<file path="src/logic/ks_out_pkg.sv">
/* Sizes and shared types of the key-switch output stage. Column LWE_K holds
   the body, and OP_W must be larger than LWE_COEF_W for the mod switch */
package ks_out_pkg;

  // ------------------------------------------------------------------------
  // Base sizes
  // ------------------------------------------------------------------------
  localparam int LBX          = 2;
  localparam int OP_W         = 16;
  localparam int LWE_COEF_W   = 8;
  localparam int LWE_K        = 5;
  localparam int BATCH_PBS_NB = 3;

  // Derived sizes
  localparam int COL_W        = $clog2(LWE_K + 1 + LBX);
  localparam int BLOCK_COL_NB = (LWE_K + 1 + LBX - 1) / LBX;
  localparam int BLOCK_COL_W  = (BLOCK_COL_NB > 1) ? $clog2(BLOCK_COL_NB) : 1;
  localparam int LBX_W        = (LBX > 1) ? $clog2(LBX) : 1;
  localparam int XFIFO_DEPTH  = (BATCH_PBS_NB < 2) ? 2 : BATCH_PBS_NB;
  localparam int LFIFO_DEPTH  = LBX * BATCH_PBS_NB * 2;

  // ------------------------------------------------------------------------
  // Payloads
  // ------------------------------------------------------------------------
  // One product of a lane, the lane is given by the array index
  typedef struct packed {
    logic            last_pbs;
    logic [OP_W-1:0] data;
  } lane_in_t;

  // Lane FIFO entry
  typedef struct packed {
    logic                  last_pbs;
    logic                  last_mask;
    logic [LWE_COEF_W-1:0] coef;
  } xdata_t;

  // Output FIFO entry
  typedef struct packed {
    logic                  loop_done;
    logic [LWE_COEF_W-1:0] coef;
  } lwe_out_t;

endpackage
</file>
<file path="src/logic/ks_out_process.sv">
/* Key-switch output stage. Products are strobes with no back-pressure, so
   lwe_rdy_i must not stay low long enough to fill a lane FIFO */
`timescale 1ns/1ps
module ks_out_process (
  input  logic                                       clk,
  input  logic                                       s_rst_n,
  input  ks_out_pkg::lane_in_t [ks_out_pkg::LBX-1:0] prod_i,
  input  logic [ks_out_pkg::LBX-1:0]                 prod_avail_i,
  input  logic [ks_out_pkg::OP_W-1:0]                body_i,
  input  logic                                       body_vld_i,
  output logic                                       body_rdy_o,
  output logic                                       body_wr_en_o,
  output logic [ks_out_pkg::OP_W-1:0]                body_wr_data_o,
  output logic [ks_out_pkg::LWE_COEF_W-1:0]          lwe_o,
  output logic                                       lwe_vld_o,
  input  logic                                       lwe_rdy_i,
  output logic                                       loop_done_o,
  output logic                                       lane_done_o
);
  import ks_out_pkg::*;

  // Input register
  lane_in_t [LBX-1:0] s0_prod;
  logic [LBX-1:0]     s0_avail;

  always_ff @(posedge clk) begin
    if (!s_rst_n) begin
      s0_avail <= '0;
    end else begin
      s0_avail <= prod_avail_i;
    end
  end

  always_ff @(posedge clk) begin
    s0_prod <= prod_i;
  end

  // Body skid FIFO
  logic [OP_W-1:0] s0_body;
  logic            s0_body_vld;
  logic            s0_body_rdy;

  ks_sync_fifo #(
    .data_t (logic [OP_W-1:0]),
    .DEPTH  (2)
  ) u_body_fifo (
    .clk        (clk),
    .s_rst_n    (s_rst_n),
    .in_data_i  (body_i),
    .in_vld_i   (body_vld_i),
    .in_rdy_o   (body_rdy_o),
    .out_data_o (s0_body),
    .out_vld_o  (s0_body_vld),
    .out_rdy_i  (s0_body_rdy)
  );

  // ------------------------------------------------------------------------
  // Lanes
  // ------------------------------------------------------------------------
  logic [LBX-1:0]           x_body_take;
  logic [LBX-1:0]           x_body_wr_en;
  logic [LBX-1:0][OP_W-1:0] x_body_wr_data;
  xdata_t [LBX-1:0]         x_data;
  logic [LBX-1:0]           x_vld;
  logic [LBX-1:0]           x_rdy;

  for (genvar gi = 0; gi < LBX; gi++) begin : g_lane
    ks_col_proc #(
      .LANE_ID (gi)
    ) u_col_proc (
      .clk            (clk),
      .s_rst_n        (s_rst_n),
      .prod_i         (s0_prod[gi]),
      .prod_avail_i   (s0_avail[gi]),
      .body_i         (s0_body),
      .body_vld_i     (s0_body_vld),
      .body_take_o    (x_body_take[gi]),
      .body_wr_en_o   (x_body_wr_en[gi]),
      .body_wr_data_o (x_body_wr_data[gi]),
      .x_data_o       (x_data[gi]),
      .x_vld_o        (x_vld[gi]),
      .x_rdy_i        (x_rdy[gi])
    );
  end

  assign s0_body_rdy = |x_body_take;

  // Only one lane owns the body column
  logic [OP_W-1:0] body_wr_data_d;

  always_comb begin
    body_wr_data_d = '0;
    for (int i = 0; i < LBX; i++) begin
      body_wr_data_d = body_wr_data_d | (x_body_wr_data[i] & {OP_W{x_body_wr_en[i]}});
    end
  end

  always_ff @(posedge clk) begin
    if (!s_rst_n) begin
      body_wr_en_o <= 1'b0;
      lane_done_o  <= 1'b0;
    end else begin
      body_wr_en_o <= |x_body_wr_en;
      lane_done_o  <= s0_avail[LBX-1] & s0_prod[LBX-1].last_pbs;
    end
  end

  always_ff @(posedge clk) begin
    body_wr_data_o <= body_wr_data_d;
  end

  ks_lwe_order u_lwe_order (
    .clk         (clk),
    .s_rst_n     (s_rst_n),
    .x_data_i    (x_data),
    .x_vld_i     (x_vld),
    .x_rdy_o     (x_rdy),
    .lwe_o       (lwe_o),
    .lwe_vld_o   (lwe_vld_o),
    .lwe_rdy_i   (lwe_rdy_i),
    .loop_done_o (loop_done_o)
  );

endmodule

</file>
<file path="src/logic/ks_lwe_order.sv">
/* Drains the lane FIFOs in LWE order, one lane at a time. A lane hands over
   all PBS of its column before the pointer moves to the next lane */
`timescale 1ns/1ps
module ks_lwe_order (
  input  logic                                     clk,
  input  logic                                     s_rst_n,
  input  ks_out_pkg::xdata_t [ks_out_pkg::LBX-1:0] x_data_i,
  input  logic [ks_out_pkg::LBX-1:0]               x_vld_i,
  output logic [ks_out_pkg::LBX-1:0]               x_rdy_o,
  output logic [ks_out_pkg::LWE_COEF_W-1:0]        lwe_o,
  output logic                                     lwe_vld_o,
  input  logic                                     lwe_rdy_i,
  output logic                                     loop_done_o
);
  import ks_out_pkg::*;

  // ------------------------------------------------------------------------
  // Lane selection
  // ------------------------------------------------------------------------
  logic [LBX_W-1:0] l_id;
  logic             l_last_id;
  xdata_t           l_data;
  logic             l_vld;
  logic             l_wrap;
  logic             l_push;

  lwe_out_t         lf_in_data;
  logic             lf_in_rdy;
  lwe_out_t         lf_out_data;
  logic             lf_out_vld;

  assign l_data    = x_data_i[l_id];
  assign l_vld     = x_vld_i[l_id];
  assign l_last_id = (l_id == LBX_W'(LBX - 1));
  // Early wrap after the last mask column
  assign l_wrap    = l_data.last_pbs & (l_last_id | l_data.last_mask);
  assign l_push    = l_vld & lf_in_rdy;

  always_comb begin
    for (int i = 0; i < LBX; i++) begin
      x_rdy_o[i] = (l_id == LBX_W'(i)) & lf_in_rdy;
    end
  end

  always_ff @(posedge clk) begin
    if (!s_rst_n) begin
      l_id <= '0;
    end else if (l_push && l_data.last_pbs) begin
      l_id <= l_wrap ? '0 : l_id + 1'b1;
    end
  end

  // ------------------------------------------------------------------------
  // Output FIFO
  // ------------------------------------------------------------------------
  assign lf_in_data.coef      = l_data.coef;
  assign lf_in_data.loop_done = l_wrap;

  ks_sync_fifo #(
    .data_t (lwe_out_t),
    .DEPTH  (LFIFO_DEPTH)
  ) u_lfifo (
    .clk        (clk),
    .s_rst_n    (s_rst_n),
    .in_data_i  (lf_in_data),
    .in_vld_i   (l_vld),
    .in_rdy_o   (lf_in_rdy),
    .out_data_o (lf_out_data),
    .out_vld_o  (lf_out_vld),
    .out_rdy_i  (lwe_rdy_i)
  );

  assign lwe_o       = lf_out_data.coef;
  assign lwe_vld_o   = lf_out_vld;
  // Pulse only on the handshake of the tagged entry
  assign loop_done_o = lf_out_data.loop_done & lf_out_vld & lwe_rdy_i;

endmodule

</file>
<file path="src/logic/ks_col_proc.sv">
/* One column lane. Products cannot be stalled, so the body must be valid
   when the body column arrives and the lane FIFO must have room */
`timescale 1ns/1ps
module ks_col_proc #(
  parameter int LANE_ID = 0
) (
  input  logic                        clk,
  input  logic                        s_rst_n,
  input  ks_out_pkg::lane_in_t        prod_i,
  input  logic                        prod_avail_i,
  input  logic [ks_out_pkg::OP_W-1:0] body_i,
  input  logic                        body_vld_i,
  output logic                        body_take_o,
  output logic                        body_wr_en_o,
  output logic [ks_out_pkg::OP_W-1:0] body_wr_data_o,
  output ks_out_pkg::xdata_t          x_data_o,
  output logic                        x_vld_o,
  input  logic                        x_rdy_i
);
  import ks_out_pkg::*;

  // ------------------------------------------------------------------------
  // Column counter
  // ------------------------------------------------------------------------
  logic [COL_W-1:0]       s0_col;
  logic [BLOCK_COL_W-1:0] s0_pass;
  logic                   s0_last_pass;
  logic                   s0_next;

  assign s0_next      = prod_avail_i & prod_i.last_pbs;
  assign s0_last_pass = (s0_pass == BLOCK_COL_W'(BLOCK_COL_NB - 1));

  always_ff @(posedge clk) begin
    if (!s_rst_n) begin
      s0_col  <= COL_W'(LANE_ID);
      s0_pass <= '0;
    end else if (s0_next) begin
      if (s0_last_pass) begin
        s0_col  <= COL_W'(LANE_ID);
        s0_pass <= '0;
      end else begin
        s0_col  <= s0_col + COL_W'(LBX);
        s0_pass <= s0_pass + 1'b1;
      end
    end
  end

  // s0: subtraction, wraps mod 2^OP_W
  logic            s0_is_body;
  logic            s0_keep;
  logic            s0_last_mask;
  logic [OP_W-1:0] s0_base;
  logic [OP_W-1:0] s0_coef;

  assign s0_is_body   = (s0_col == COL_W'(LWE_K));
  assign s0_keep      = (s0_col <= COL_W'(LWE_K));
  assign s0_last_mask = (s0_col == COL_W'(LWE_K - 1));
  assign s0_base      = s0_is_body ? body_i : '0;
  assign s0_coef      = s0_base - prod_i.data;
  assign body_take_o  = prod_avail_i & s0_is_body;

  // s1: mod switch
  logic                  s1_mask_avail;
  logic                  s1_body_avail;
  logic [OP_W-1:0]       s1_coef;
  logic                  s1_last_pbs;
  logic                  s1_last_mask;
  logic [LWE_COEF_W-1:0] s1_mdsw;

  always_ff @(posedge clk) begin
    if (!s_rst_n) begin
      s1_mask_avail <= 1'b0;
      s1_body_avail <= 1'b0;
    end else begin
      // Columns past the body are dropped here
      s1_mask_avail <= prod_avail_i & s0_keep & ~s0_is_body;
      s1_body_avail <= body_take_o;
    end
  end

  always_ff @(posedge clk) begin
    s1_coef      <= s0_coef;
    s1_last_pbs  <= prod_i.last_pbs;
    s1_last_mask <= s0_last_mask;
  end

  // Top bits, rounded with the first dropped bit
  assign s1_mdsw = s1_coef[OP_W-1 -: LWE_COEF_W]
                 + LWE_COEF_W'(s1_coef[OP_W-1-LWE_COEF_W]);

  assign body_wr_en_o   = s1_body_avail;
  assign body_wr_data_o = s1_coef;

  // s2: lane FIFO push
  logic   s2_vld;
  logic   s2_rdy;
  xdata_t s2_data;

  always_ff @(posedge clk) begin
    if (!s_rst_n) begin
      s2_vld <= 1'b0;
    end else begin
      s2_vld <= s1_mask_avail;
    end
  end

  always_ff @(posedge clk) begin
    s2_data.coef      <= s1_mdsw;
    s2_data.last_pbs  <= s1_last_pbs;
    s2_data.last_mask <= s1_last_mask;
  end

  ks_sync_fifo #(
    .data_t (xdata_t),
    .DEPTH  (XFIFO_DEPTH)
  ) u_xfifo (
    .clk        (clk),
    .s_rst_n    (s_rst_n),
    .in_data_i  (s2_data),
    .in_vld_i   (s2_vld),
    .in_rdy_o   (s2_rdy),
    .out_data_o (x_data_o),
    .out_vld_o  (x_vld_o),
    .out_rdy_i  (x_rdy_i)
  );

  // Body FIFO upstream must already hold the body of this PBS
  a_body_ready: assert property (@(posedge clk) disable iff (!s_rst_n)
    body_take_o |-> body_vld_i);
  a_xfifo_room: assert property (@(posedge clk) disable iff (!s_rst_n)
    s2_vld |-> s2_rdy);

endmodule

</file>
<file path="src/logic/ks_sync_fifo.sv">
/* Register-array FIFO for any packed payload. DEPTH must be at least 2, and
   in_rdy_o is registered so it stays low until one cycle after reset */
`timescale 1ns/1ps
module ks_sync_fifo #(
  parameter type data_t = logic,
  parameter int  DEPTH  = 2
) (
  input  logic  clk,
  input  logic  s_rst_n,
  input  data_t in_data_i,
  input  logic  in_vld_i,
  output logic  in_rdy_o,
  output data_t out_data_o,
  output logic  out_vld_o,
  input  logic  out_rdy_i
);

  data_t                      mem [DEPTH];
  logic [$clog2(DEPTH)-1:0]   wr_ptr;
  logic [$clog2(DEPTH)-1:0]   rd_ptr;
  logic [$clog2(DEPTH+1)-1:0] cnt;
  logic [$clog2(DEPTH+1)-1:0] cnt_d;
  logic                       rdy_q;
  logic                       full;
  logic                       empty;
  logic                       push;
  logic                       pop;

  assign full       = ~rdy_q;
  assign empty      = (cnt == '0);
  assign push       = in_vld_i & ~full;
  assign pop        = out_vld_o & out_rdy_i;
  assign in_rdy_o   = ~full;
  assign out_vld_o  = ~empty;
  assign out_data_o = mem[rd_ptr];

  always_comb begin
    cnt_d = cnt;
    if (push && !pop) begin
      cnt_d = cnt + 1'b1;
    end else if (pop && !push) begin
      cnt_d = cnt - 1'b1;
    end
  end

  always_ff @(posedge clk) begin
    if (push) begin
      mem[wr_ptr] <= in_data_i;
    end
  end

  always_ff @(posedge clk) begin
    if (!s_rst_n) begin
      wr_ptr <= '0;
      rd_ptr <= '0;
      cnt    <= '0;
      rdy_q  <= 1'b0;
    end else begin
      cnt   <= cnt_d;
      rdy_q <= (int'(cnt_d) < DEPTH);
      if (push) begin
        wr_ptr <= (int'(wr_ptr) == DEPTH - 1) ? '0 : wr_ptr + 1'b1;
      end
      if (pop) begin
        rd_ptr <= (int'(rd_ptr) == DEPTH - 1) ? '0 : rd_ptr + 1'b1;
      end
    end
  end

  // Registered ready must never let a write through on a full array
  a_no_overflow: assert property (@(posedge clk) disable iff (!s_rst_n)
    push |-> (int'(cnt) < DEPTH));
  // Pointers meet whenever the count says empty
  a_no_underflow: assert property (@(posedge clk) disable iff (!s_rst_n)
    empty |-> (wr_ptr == rd_ptr));

endmodule

</file>
<file path="config.mk">
export PLATFORM = sky130hd
export DESIGN_NAME = ks_out_process
export DESIGN_NICKNAME = d
export VERILOG_FILES = /design/src/logic/ks_out_pkg.sv /design/src/logic/ks_out_process.sv /design/src/logic/ks_lwe_order.sv /design/src/logic/ks_col_proc.sv /design/src/logic/ks_sync_fifo.sv
export SDC_FILE = /design/constraint.sdc
export NUM_CORES = 1
export LEC_CHECK = 0
export ABC_CLOCK_PERIOD_IN_PS = 3100
export BUFFER_PORTS_ARGS = -buffer_cell sky130_fd_sc_hd__buf_2
export CORE_MARGIN = 10
export CORE_UTILIZATION = 57
export CTS_BUF_LIST = sky130_fd_sc_hd__clkbuf_8
export CTS_CLUSTER_DIAMETER = 60
export DETAILED_ROUTE_END_ITERATION = 16
export PLACE_DENSITY = 0.78
export SETUP_SLACK_MARGIN = 0.2
export SLEW_MARGIN = 20
export SYNTH_ARGS = -nofsm -noshare
export SYNTH_HDL_FRONTEND = slang
export SYNTH_SLANG_ARGS = --single-unit
export TNS_END_PERCENT = 100
</file>
<file path="constraint.sdc">
create_clock -name clk -period 3.1 [get_ports clk]
set_input_delay 0.465 -clock clk [delete_from_list [all_inputs] [get_ports clk]]
set_output_delay 0.465 -clock clk [all_outputs]
set_load 0.03 [all_outputs]
</file>
==> impl_metrics.tcl <==
set metrics [dict create \
    status "finished clean" \
    p_leak_nw 6.428 \
    antenna_found_initial 0 \
    tns_ns 0 \
    grt_pass1_wl_mm 44.86 \
    drt_pass1_iterations 5 \
    r2r_setup_slack_ns 0.37 \
    syn_avg_cell_area_um2 13.24 \
    routedWlPerCell_um 17.34 \
    holdPathStages 1 \
    cts_buffers 55 \
    die_area_um2 31410 \
    die_w_um 177.2 \
    wirelength_mm 28.02 \
    syn_inst 1064 \
    multi_input_area_um2 4588 \
    fin_area_um2 16480 \
    grt_setup_unrepaired "false" \
    drv_cap 0 \
    power_density_nw_per_um2 695.9 \
    final_common_cell "edfxtp_1" \
    ff_latch_area_um2 9224 \
    drtAntennaViolNets 0 \
    p_switching_mw 3.086 \
    synth-seq-cells 362 \
    min_period_ns 2.759 \
    clk_latency_ns 0.59 \
    synthToLayoutAreaGrowth_pct 16.94 \
    grt_max_degree 30 \
    rows 57 \
    gp_congestion 0.8396 \
    synth_ff_type "edfxtp_1" \
    clkTransAtPathRegs_ns 0.06 \
    critical_path_class "flop to output port" \
    skew_ns 0.03395 \
    postPlaceCellArea_um2 15010 \
    via_per_inst 5.295 \
    nFillCells 1670 \
    setup_viol 0 \
    comb_power_share 0.161 \
    cts_num_sinks 362 \
    cp-start-kind "flop" \
    yosysUniqueCellTypes 61 \
    max_slew_margin 0.3426 \
    h-tree-depth 2 \
    die_h_um 177.2 \
    finalMaxSlewViolations 0 \
    synth-async-reset-ratio 0 \
    intPower_mw 8.383 \
    antenna_cells 0 \
    max_slew.worst_pin.slew_ns 0.9795 \
    switching_share 0.2691 \
    pwr-share-seq 0.501 \
    final_cell_mix "edfxtp_1, dfxtp_1, nor2_1, buf_2, inv_1" \
    yosysSeqAreaShare 0.6542 \
    initial_core_util 0.5795 \
    io_pins 85 \
    worstPathArrival_ns 2.29 \
    hold_path.class "input port to flop" \
    drc 0 \
    clockBufferDepth 3 \
    cts_setup_buffers 0 \
    netlist_area_um2 14090 \
    clkPwrFrac 0.338 \
    cts_tree "yes" \
    drt_iter0_drc 446 \
    worst_setup_path_end_kind "output port" \
    synth_warnings 0 \
    root_buffer "clkbuf_8" \
    r2r_cells 10 \
    io_buffers 84 \
    grt_remaining_overflow 0 \
    track_usage 0.1786 \
    drive_above_1_share 0.1703 \
    num_vias 8556 \
    fin_nets 1358 \
    final_hold_viol_count 0 \
    grt_pass1_vias 8995 \
    fmax_mhz 362.4 \
    vdd_drop_max_uv 495.1 \
    synth_edf_count 197 \
    core_um2 24320 \
    hpwl_mm 19.31 \
    fin_crit_sh 0.8901 \
    cp_max_fo 12 \
    cp.required_ns 2.63 \
]
## stage by stage
stage                     utilization  instances  hold slack (ns)  worst slack, ns  total power [mW]
after CTS                      0.6771       1616          0.03908           0.2280             11.55
after global placement         0.6173       1478           0.3144           0.4363             7.590
after global routing           0.6776       1616          0.03728           0.2143             11.98
after detailed placement       0.6173       1478           0.3144           0.2457             7.669
after floorplan                     -       1080           0.3096           0.4110             7.086
final                          0.6776       1616          0.06512           0.3407             11.47
## worst paths after layout
path	from	end
worst max register to register	flop	g_lane[1].u_col_proc.body_wr_data_o[15]
worst min register to register	g_lane[0].u_col_proc.s1_last_mask	g_lane[0].u_col_proc.s2_data[8]
worst max-delay path	flop	lwe_o[5]
worst min-delay path	body_i[2]	u_body_fifo.mem[0][2]
## state kept, by name, summed over array words and instances, names as in the netlist, 2 cells and up, named ones only
signal	flops
u_body_fifo.cnt	2
g_lane.u_col_proc.s0_pass	4
u_lwe_order.u_lfifo.cnt	4
s0_avail	2
g_lane.u_col_proc.s1_last_pbs	2
u_body_fifo.mem	32
g_lane.u_col_proc.u_xfifo.mem	57
g_lane.u_col_proc.u_xfifo.wr_ptr	4
g_lane.u_col_proc.u_xfifo.in_rdy_o	2
u_lwe_order.u_lfifo.rd_ptr	4
g_lane.u_col_proc.u_xfifo.rd_ptr	4
body_wr_data_o	16
u_lwe_order.u_lfifo.wr_ptr	4
g_lane.u_col_proc.s2_data	19
g_lane.u_col_proc.body_wr_en_o	2
g_lane.u_col_proc.u_xfifo.cnt	4
u_lwe_order.u_lfifo.mem	108
g_lane.u_col_proc.body_wr_data_o	32
s0_prod	34
g_lane.u_col_proc.s2_vld	2
g_lane.u_col_proc.s0_col	5
g_lane.u_col_proc.s1_mask_avail	2
## routing by layer
layer	part of all wire	wire, µm	track usage	vias up
met5	0	0	0	-
met4	0.026	729	0.06900	0
met3	0.039	1104	0.03691	59
met2	0.53	14940	0.3244	166
met1	0.40	11240	0.2010	4110
li1	-	-	-	4221
## cells by family after synthesis
family,synth area share
compound gates,0.08497
xor+xnor,0.02610
fa+ha+maj,0.05167
buf+inv,0.02486
flops,0.6542
mux,0.07565
other cells,0.0005329
simple gates,0.08204
## worst max-delay path, stage by stage (launching register included)
cell,delay [ns]
dfxtp_1,0.63
buf_4,0.32
mux4_2,0.34
nand2_1,0.10
o21ai_0,0.11
buf_2,0.22
## what timing repair did
item | 4_1_cts | 5_1_grt
gates resized for setup | 0 | 3
endpoints found under the setup margin | 0 | 2
hold buffers | 34 | 0
endpoints found under the hold margin | 34 | 0
## synth_stat cells (all sizes together) (3+ instances only)
cell type	number	share of area
edfxtp	197	0.42
dfxtp	165	0.23
nor2	84	0.022
nand2	73	0.019
a21oi	66	0.023
inv	59	0.016
ha	55	0.049
o21ai	50	0.018
mux2i	48	0.034
xnor2	27	0.017
mux4	25	0.040
clkbuf	20	0.0053
a22o	16	0.0099
and3	16	0.0072
and2	15	0.0067
xor2	15	0.0093
nand3	14	0.0050
nor3	14	0.0050
a21o	11	0.0059
nor3b	11	0.0059
buf	9	0.0033
nor2b	5	0.0022
o31ai	5	0.0030
a211oi	4	0.0021
a21boi	4	0.0021
a22oi	4	0.0021
nand2b	4	0.0018
a311oi	3	0.0019
a31oi	3	0.0013
nand3b	3	0.0016
o211ai	3	0.0016
o2bb2ai	3	0.0019
or2	3	0.0013
## power by group through the flow
stage	registers, mW	clock network, mW	logic (mW)
after floorplan	5.82	0	1.27
after global placement	5.84	0	1.76
after detailed placement	5.85	0	1.82
after CTS	5.75	3.94	1.86
after global routing	5.78	4.17	2.03
final	5.75	3.87	1.85
## area by class of cell
class | instances | area share
sequential | 362 | 0.5597
clock inverter | 45 | 0.01830
tap | 324 | 0.02460
timing repair buffer | 137 | 0.05580
inverter | 61 | 0.01389
clock buffer | 59 | 0.04927
multi-input combinational | 628 | 0.2784
Note: power is estimated with default switching activity, not from simulation.
